--- src/source/caterpillar_defines.svh ---
`ifndef CATERPILLAR_DEFINES_SVH
`define CATERPILLAR_DEFINES_SVH

// Clock cycles per game tick, 200 Hz from a 50 kHz clock
`define TICK_DIV 250

// Ticks a pressed button must stay stable before it counts
`define DEBOUNCE_TICKS 4

// Length of one tone in ticks
`define TONE_TICKS 8

// Tone half period for button b is TONE_HALF_BASE + b ticks
`define TONE_HALF_BASE 2

`define ERROR_HALF 1        // Half period of the error buzz

`define LFSR_SEED 8'hA5     // Must be nonzero

`endif

--- src/source/game_types_pkg.sv ---
package game_types_pkg;

    // Top level game phases
    typedef enum logic [1:0] {
        IDLE   = 2'd0,      // Waiting for a press to start
        SHOW   = 2'd1,      // Playing the sequence
        LISTEN = 2'd2,      // Player echoes the sequence
        OVER   = 2'd3       // Wrong press, dashes shown
    } game_state_e;

    // One debounced button press
    typedef struct packed {
        logic       valid;  // Single cycle pulse
        logic [1:0] button; // Lowest pressed index
    } input_event_t;

endpackage

--- src/source/io_types_pkg.sv ---
package io_types_pkg;

    typedef enum logic {
        TONE  = 1'b0,       // Button tone, one LED
        ERROR = 1'b1        // Error buzz, all LEDs
    } sound_mode_e;

    // Payload of the tone handshake
    typedef struct packed {
        sound_mode_e mode;
        logic [1:0]  button;
    } sound_req_t;

    // What the seven segment display should show
    typedef struct packed {
        logic [4:0] value;      // Level, 0 to 31
        logic       graphical;  // Dashes instead of digits
    } display_req_t;

endpackage

--- src/source/button_debounce.sv ---
`timescale 1ns/1ps
`include "caterpillar_defines.svh"

module button_debounce
    import game_types_pkg::*;
(
    input  logic         clk,
    input  logic         rst_n,
    input  logic         tick,
    input  logic [3:0]   buttons,
    output input_event_t btn_event
);

    logic [3:0] btn_sync;           // Raw pins after one flop
    logic [3:0] level;              // Debounced state
    logic [3:0] stable_cnt [4];
    logic [3:0] rise_now;           // Press confirmed on this tick
    logic [1:0] first_btn;

    always_comb begin
        first_btn = 2'd0;
        for (int i = 0; i < 4; i++) begin
            rise_now[i] = tick && btn_sync[i] && !level[i]
                          && (stable_cnt[i] == 4'(`DEBOUNCE_TICKS - 1));
        end
        // Scan down so the lowest index wins
        for (int i = 3; i >= 0; i--) begin
            if (rise_now[i]) first_btn = 2'(i);
        end
    end

    always_ff @(posedge clk) begin
        if (!rst_n) begin
            btn_sync  <= '0;
            level     <= '0;
            btn_event <= '0;
            for (int i = 0; i < 4; i++) stable_cnt[i] <= '0;
        end else begin
            btn_sync         <= buttons;
            btn_event.valid  <= |rise_now;
            btn_event.button <= first_btn;
            if (tick) begin
                for (int i = 0; i < 4; i++) begin
                    if (btn_sync[i] == level[i]) begin
                        stable_cnt[i] <= '0;        // Glitch or no change
                    end else if (stable_cnt[i] == 4'(`DEBOUNCE_TICKS - 1)) begin
                        level[i]      <= btn_sync[i];
                        stable_cnt[i] <= '0;
                    end else begin
                        stable_cnt[i] <= stable_cnt[i] + 4'd1;
                    end
                end
            end
        end
    end

endmodule

--- src/source/caterpillar_top.sv ---
`timescale 1ns/1ps

module caterpillar_top
    import game_types_pkg::*;
    import io_types_pkg::*;
(
    input  logic [7:0] ui_in,
    output logic [7:0] uo_out,
    input  logic [7:0] uio_in,     // Bidirectional pins run as outputs only
    output logic [7:0] uio_out,
    output logic [7:0] uio_oe,
    input  logic       ena,
    input  logic       clk,
    input  logic       rst_n
);

    logic         tick;
    input_event_t btn_event;
    logic         req;
    logic         ack;
    sound_req_t   snd_req;
    display_req_t disp;
    logic         sound;
    logic [3:0]   leds;
    logic [6:0]   segments;
    logic [1:0]   digit_sel;

    assign uo_out  = {1'b0, digit_sel, sound, leds};
    assign uio_out = {1'b0, segments};
    assign uio_oe  = 8'hff;

    tick_timer u_tick_timer (
        .clk   (clk),
        .rst_n (rst_n),
        .tick  (tick)
    );

    button_debounce u_button_debounce (
        .clk       (clk),
        .rst_n     (rst_n),
        .tick      (tick),
        .buttons   (ui_in[3:0]),
        .btn_event (btn_event)
    );

    game_fsm u_game_fsm (
        .clk       (clk),
        .rst_n     (rst_n),
        .tick      (tick),
        .btn_event (btn_event),
        .ack       (ack),
        .req       (req),
        .snd_req   (snd_req),
        .disp      (disp)
    );

    tone_player u_tone_player (
        .clk     (clk),
        .rst_n   (rst_n),
        .tick    (tick),
        .req     (req),
        .snd_req (snd_req),
        .ack     (ack),
        .sound   (sound),
        .leds    (leds)
    );

    segment_display u_segment_display (
        .clk        (clk),
        .rst_n      (rst_n),
        .tick       (tick),
        .disp       (disp),
        .seg_invert (ui_in[4]),
        .segments   (segments),
        .digit_sel  (digit_sel)
    );

endmodule

--- src/source/game_fsm.sv ---
`timescale 1ns/1ps
`include "caterpillar_defines.svh"

module game_fsm
    import game_types_pkg::*;
    import io_types_pkg::*;
(
    input  logic         clk,
    input  logic         rst_n,
    input  logic         tick,
    input  input_event_t btn_event,
    input  logic         ack,
    output logic         req,
    output sound_req_t   snd_req,
    output display_req_t disp
);

    game_state_e state;
    logic [7:0]  lfsr;          // Current step of the sequence
    logic [7:0]  lfsr_next;
    logic [4:0]  level;
    logic [4:0]  step;          // Index within the round
    logic        hs_idle;       // Both handshake wires low
    logic        press;

    // x^8 + x^6 + x^5 + x^4 + 1
    assign lfsr_next = {lfsr[6:0], lfsr[7] ^ lfsr[5] ^ lfsr[4] ^ lfsr[3]};
    assign hs_idle   = !req && !ack;
    assign press     = btn_event.valid && hs_idle;   // Presses during a tone are dropped

    assign disp.value     = level;
    assign disp.graphical = (state == OVER);

    always_ff @(posedge clk) begin
        if (!rst_n) begin
            state <= IDLE;
            req   <= 1'b0;
            lfsr  <= `LFSR_SEED;
            level <= '0;
            step  <= '0;
        end else begin
            if (req && ack) req <= 1'b0;    // Tone done, close handshake

            case (state)
                IDLE: begin
                    if (press) begin
                        level <= '0;
                        step  <= '0;
                        lfsr  <= `LFSR_SEED;
                        state <= SHOW;
                    end
                end

                SHOW: begin
                    // Start each shown tone on a tick so pulses stay apart
                    if (hs_idle && tick) begin
                        snd_req.mode   <= TONE;
                        snd_req.button <= lfsr[1:0];
                        req            <= 1'b1;
                        if (step == level) begin
                            step  <= '0;
                            lfsr  <= `LFSR_SEED;    // Rewind for the echo
                            state <= LISTEN;
                        end else begin
                            step <= step + 5'd1;
                            lfsr <= lfsr_next;
                        end
                    end
                end

                LISTEN: begin
                    if (press) begin
                        req            <= 1'b1;
                        snd_req.button <= btn_event.button;
                        if (btn_event.button == lfsr[1:0]) begin
                            snd_req.mode <= TONE;
                            if (step == level) begin
                                if (level != 5'd31) level <= level + 5'd1;
                                step  <= '0;
                                lfsr  <= `LFSR_SEED;
                                state <= SHOW;
                            end else begin
                                step <= step + 5'd1;
                                lfsr <= lfsr_next;
                            end
                        end else begin
                            snd_req.mode <= ERROR;
                            state        <= OVER;
                        end
                    end
                end

                OVER: begin
                    if (press) begin
                        level <= '0;
                        state <= IDLE;
                    end
                end

                default: state <= IDLE;
            endcase
        end
    end

endmodule

--- src/source/segment_display.sv ---
`timescale 1ns/1ps

module segment_display
    import io_types_pkg::*;
(
    input  logic         clk,
    input  logic         rst_n,
    input  logic         tick,
    input  display_req_t disp,
    input  logic         seg_invert,
    output logic [6:0]   segments,
    output logic [1:0]   digit_sel
);

    display_req_t shown;
    logic [3:0]   tens;
    logic [3:0]   units;
    logic [3:0]   digit;
    logic [6:0]   pattern;      // Active high gfedcba

    always_comb begin
        if (shown.value >= 5'd30) tens = 4'd3;
        else if (shown.value >= 5'd20) tens = 4'd2;
        else if (shown.value >= 5'd10) tens = 4'd1;
        else tens = 4'd0;
        units = 4'(shown.value - 5'(tens * 4'd10));
        digit = digit_sel[0] ? units : tens;

        case (digit)
            4'd0: pattern = 7'b0111111;
            4'd1: pattern = 7'b0000110;
            4'd2: pattern = 7'b1011011;
            4'd3: pattern = 7'b1001111;
            4'd4: pattern = 7'b1100110;
            4'd5: pattern = 7'b1101101;
            4'd6: pattern = 7'b1111101;
            4'd7: pattern = 7'b0000111;
            4'd8: pattern = 7'b1111111;
            4'd9: pattern = 7'b1101111;
            default: pattern = 7'b0000000;
        endcase
        if (shown.graphical) pattern = 7'b1000000;  // Dash on both digits
    end

    assign segments = pattern ^ {7{seg_invert}};    // Common anode boards

    always_ff @(posedge clk) begin
        if (!rst_n) begin
            shown     <= '0;
            digit_sel <= 2'b01;                     // Units first
        end else begin
            shown <= disp;
            if (tick) digit_sel <= {digit_sel[0], digit_sel[1]};
        end
    end

endmodule

--- src/source/tick_timer.sv ---
`timescale 1ns/1ps
`include "caterpillar_defines.svh"

module tick_timer (
    input  logic clk,
    input  logic rst_n,
    output logic tick
);

    logic [15:0] div_cnt;

    always_ff @(posedge clk) begin
        if (!rst_n) begin
            div_cnt <= '0;
            tick    <= 1'b0;
        end else begin
            tick <= 1'b0;
            if (div_cnt == 16'(`TICK_DIV - 1)) begin
                div_cnt <= '0;
                tick    <= 1'b1;    // One pulse per wrap
            end else begin
                div_cnt <= div_cnt + 16'd1;
            end
        end
    end

endmodule

--- src/source/tone_player.sv ---
`timescale 1ns/1ps
`include "caterpillar_defines.svh"

module tone_player
    import io_types_pkg::*;
(
    input  logic       clk,
    input  logic       rst_n,
    input  logic       tick,
    input  logic       req,
    input  sound_req_t snd_req,
    output logic       ack,
    output logic       sound,
    output logic [3:0] leds
);

    typedef enum logic [1:0] {
        TP_IDLE,
        TP_PLAY,
        TP_DONE     // Waiting for req to fall
    } tp_state_e;

    tp_state_e  state;
    logic [3:0] tone_cnt;       // Ticks since tone start
    logic [2:0] half_cnt;       // Ticks in current half period
    logic [2:0] half_len;

    // snd_req stays stable for the whole handshake
    assign half_len = (snd_req.mode == ERROR) ? 3'(`ERROR_HALF)
                                              : 3'(`TONE_HALF_BASE) + {1'b0, snd_req.button};

    always_comb begin
        leds = 4'b0000;
        if (state == TP_PLAY) begin
            leds = (snd_req.mode == ERROR) ? 4'b1111 : 4'b0001 << snd_req.button;
        end
    end

    always_ff @(posedge clk) begin
        if (!rst_n) begin
            state    <= TP_IDLE;
            ack      <= 1'b0;
            sound    <= 1'b0;
            tone_cnt <= '0;
            half_cnt <= '0;
        end else begin
            case (state)
                TP_IDLE: begin
                    if (req) begin
                        tone_cnt <= '0;
                        half_cnt <= '0;
                        state    <= TP_PLAY;
                    end
                end
                TP_PLAY: begin
                    if (tick) begin
                        tone_cnt <= tone_cnt + 4'd1;
                        if (half_cnt == half_len - 3'd1) begin
                            half_cnt <= '0;
                            sound    <= !sound;
                        end else begin
                            half_cnt <= half_cnt + 3'd1;
                        end
                        if (tone_cnt == 4'(`TONE_TICKS - 1)) begin
                            sound <= 1'b0;              // Silence, LEDs go dark
                            ack   <= 1'b1;
                            state <= TP_DONE;
                        end
                    end
                end
                TP_DONE: begin
                    if (!req) begin
                        ack   <= 1'b0;
                        state <= TP_IDLE;
                    end
                end
                default: state <= TP_IDLE;
            endcase
        end
    end

endmodule

--- config.mk ---
export PLATFORM = sky130hd
export DESIGN_NAME = caterpillar_top
export DESIGN_NICKNAME = d
export VERILOG_FILES = /design/src/source/game_types_pkg.sv /design/src/source/io_types_pkg.sv /design/src/source/button_debounce.sv /design/src/source/caterpillar_top.sv /design/src/source/game_fsm.sv /design/src/source/segment_display.sv /design/src/source/tick_timer.sv /design/src/source/tone_player.sv
export VERILOG_INCLUDE_DIRS = /design/src /design/src/source
export SDC_FILE = /design/constraint.sdc
export NUM_CORES = 1
export LEC_CHECK = 0
export BUFFER_PORTS_ARGS = -buffer_cell sky130_fd_sc_hd__clkbuf_2
export CORE_MARGIN = 1
export CORE_UTILIZATION = 40
export CTS_CLUSTER_DIAMETER = 100
export CTS_CLUSTER_SIZE = 12
export DETAILED_ROUTE_END_ITERATION = 7
export GPL_TIMING_DRIVEN = 1
export PLACE_DENSITY = 0.64
export SLEW_MARGIN = 5
export SYNTH_ARGS = -nofsm -noshare
export SYNTH_HDL_FRONTEND = slang
export SYNTH_SLANG_ARGS = --single-unit
--- constraint.sdc ---
create_clock -name clk -period 3.5 [get_ports clk]
set_clock_uncertainty 0.05 [all_clocks]
set_input_delay 0.175 -clock clk [delete_from_list [all_inputs] [get_ports clk]]
set_output_delay 0.175 -clock clk [all_outputs]
set_load 0.005 [all_outputs]
==> impl_results.md <==
* Slew @ Worst Pin at 1040 ps
* Routability cong. at 0.801
* Initial antenna violation count at 0
* Vias in the first global route at 3,441
* # IOs at 43
* Final HPWL DP at 6490 µm
* Layout area overhead at 10.4%
* Row cnt at 39
* WS Path Type: reg2out
* Setup TNS Final at 0 ps
* Die height at 111 µm
* Type of the most critical hold path: in2reg
* TritonCTS Buffers at 9
* Ys Warns at 0
* Most frequent cells after synthesis: dfxtp_1 (68), nor2_1 (55), nand2_1 (49)
* Crit path max fanout at 5
* CTS tree: built
* Post-Synthesis Cell Area at 4720 µm²
* First-pass GRT wire length at 15,500 µm
* Clk buf depth at 2
* DRC at 0
* CP Capture Type: output pin
* Flops & latches, synth at 87
* Port Buffers at 20
* Clk root buf: clkbuf_16
* Hold path start: ui_in[0]
* Final hold violations at 0
* WL/cell at 13.2 µm
* Max_cap viols at 0
* Post-synthesis sequential area ratio at 40.9%
* ANT nets after route at 0
* R2R Setup Slk at 1090 ps
* Via count at 3,664
* Final Core Density at 45.4%
* Status: finished, final reports clean
* GRT Total Usage at 15.4%
* Non-Filler Instances at 688
* Initial drt markers at 181
* Pins Over Slew Limit at 0
* Number of distinct library cells after synthesis at 66
* Grt ovf at 0
* End of the worst hold path: u_button_debounce.btn_sync[0]$_SDFF_PN0_
* Placed insts at 670
* Detailed Routing Iterations Pass 1 at 4
* Leakage at 0.00198 µW
* Worst-Skew Late Latency at 340 ps
* Largest net degree at the start of global routing at 40
* Hold Path Stages at 2
* Finish-stage setup viols at 0
* Synth top area share at 28.8%
* Core area at 11,500 µm²
* R2r worst-path depth at 5
* Die Wd at 111 µm
* Period utilization at 96.1%
* Count leader, synth: dfxtp_1
* H-tree lvl count at 3
* Reg clk slew, reported paths at 60 ps
* Final Total Pwr at 2120 µW
* Share of cells above drive strength 1 at 10.5%
* Starting Density at 41.2%
* Total wire length at 9110 µm
* Mean Syn Cell Area at 8.96 µm²
* VDD IR-drop max at 0.000246 V
* Post-Syn Instances at 527
* Slew HR at 30.1%
* Critical path arrival at 3140 ps
* Number of inserted diodes at 0
* NumNets Final at 583
* Number of synthesized flops with an enable pin at 19
* Synth area leader: dfxtp_1
* Synth Flop Type: dfxtp_1
* CP Data Required Time at 3270 ps
* Fmax at 297 MHz
* R2R Path Start: u_tick_timer.tick$_SDFF_PN0_
* Die area at 12,200 µm²
* Largest cells by area after synthesis: dfxtp_1 (29%), edfxtp_1 (12%), ha_1 (6.1%), xnor2_1 (5.0%), nor2_1 (4.4%)
* R2r endpoint: u_game_fsm.step[4]$_SDFFE_PN0P_
* PwrDens at 406 nW/µm²
* Crit path launch type: register
* CTS Sinks at 87
* Post-layout minimum cycle time at 3360 ps
* DR vias/cell at 5.33
* Synth async-reset ratio at 0%
layout make-up:
| class | instances | area [µm²] |
|---|---|---|
| timing repair buffer | 24 | 133 |
| clock inverter | 4 | 47.5 |
| multi-input combinational | 391 | 2580 |
| fill | 1108 | 6260 |
| tap | 143 | 179 |
| sequential | 87 | 1930 |
| clock buffer | 12 | 236 |
| inverter | 27 | 101 |
cells in the final DEF, fill, tap and decap left out, types with 7 or more instances in the layout:
master / synthesis / routed
a211oi_1: 8 / 7
a21oi_1: 19 / 19
and2_1: 12 / 12
clkbuf_16: 0 / 9
clkbuf_2: 0 / 20
conb_1: 2 / 10
dfxtp_1: 68 / 66
edfxtp_1: 19 / 19
ha_1: 23 / 23
inv_1: 27 / 27
nand2_1: 49 / 49
nand3_1: 20 / 20
nor2_1: 55 / 55
nor3_1: 7 / 7
nor3b_1: 10 / 10
nor4_1: 9 / 9
o21ai_0: 24 / 19
or3_1: 9 / 9
xnor2_1: 27 / 27
xor2_1: 17 / 17
cell families after synthesis:
logic type	Yosys count	synth area share, %
DFF	87	40.9
xor gates and xnor gates	44	8.17
and+or+nand+nor	209	22.5
AOI/OAI and AO/OA	94	13.7
other	2	0.159
buffers and inverters	57	5.83
muxes	9	1.99
adders and majority gates	25	6.73
critical path, cell delays in order, from the launching register on:
cell and delay, ps:
dfxtp_2 350, inv_1 80, maj3_1 360, nand2_1 70
o31ai_1 90, ha_1 210, inv_1 70, fa_2 470
nand2b_1 170, a41o_1 240, a211oi_4 250, o21ai_2 100
xnor2_1 200, clkbuf_2 140
worst max-delay path by stage:
stage                                     startpoint  cells after the start    endpoint
2_1_floorplan  u_segment_display.shown[3]$_SDFF_PN0_                     12  uio_out[0]
3_3_place_gp   u_segment_display.shown[5]$_SDFF_PN0_                     13  uio_out[2]
3_5_place_dp   u_segment_display.shown[5]$_SDFF_PN0_                     13  uio_out[5]
4_1_cts        u_segment_display.shown[5]$_SDFF_PN0_                     13  uio_out[5]
5_1_grt        u_segment_display.shown[5]$_SDFF_PN0_                     13  uio_out[5]
6_report       u_segment_display.shown[5]$_SDFF_PN0_                     13  uio_out[5]
registers in the layout, indices dropped and copies added (netlist names), 2 cells and up:
name                          flops
u_segment_display.digit_sel       2
u_button_debounce.level           4
u_game_fsm.lfsr                   8
u_tick_timer.div_cnt             16
u_tone_player.tone_cnt            4
u_button_debounce.stable_cnt     16
u_game_fsm.state                  2
u_game_fsm.step                   5
u_tone_player.state               2
u_game_fsm.snd_req                3
u_button_debounce.btn_event       3
u_game_fsm.level                  5
u_segment_display.shown           6
u_button_debounce.btn_sync        4
u_tone_player.half_cnt            3
where the power goes:
group	internal, µW	switching, µW
logic	47.8	84.1
clock network	551	377
registers	1040	16.2
total	1640	477
layer usage:
layer | up-vias | routed length (µm) | part of all wire (%) | global-route usage [%]
met1 | 1744 | 4500 | 49 | 19.8
met5 | - | 0 | 0 | 0
met3 | 14 | 206 | 2.3 | 3.62
li1 | 1866 | - | - | -
met4 | 0 | 160 | 1.8 | 6.31
met2 | 40 | 4240 | 47 | 24.9
timing repair:
action                                  CTS  global route
resized for setup                         3            12
buffers inserted                          0             1
endpoints found under the setup margin    5             5
hold buffers                              1             0
pin swaps                                 0             3
endpoints found under the hold margin     1             0
stage by stage:
step	hold WS [ps]	cell area, µm²	setup slack [ps]
3_5_place_dp	351	4870	143
4_1_cts	16.2	5180	14.0
5_1_grt	8.18	5210	-6.27
6_report	15.1	5210	136
3_3_place_gp	354	4870	282
2_1_floorplan	252	4750	574
Power figures use the tool's default switching activity.
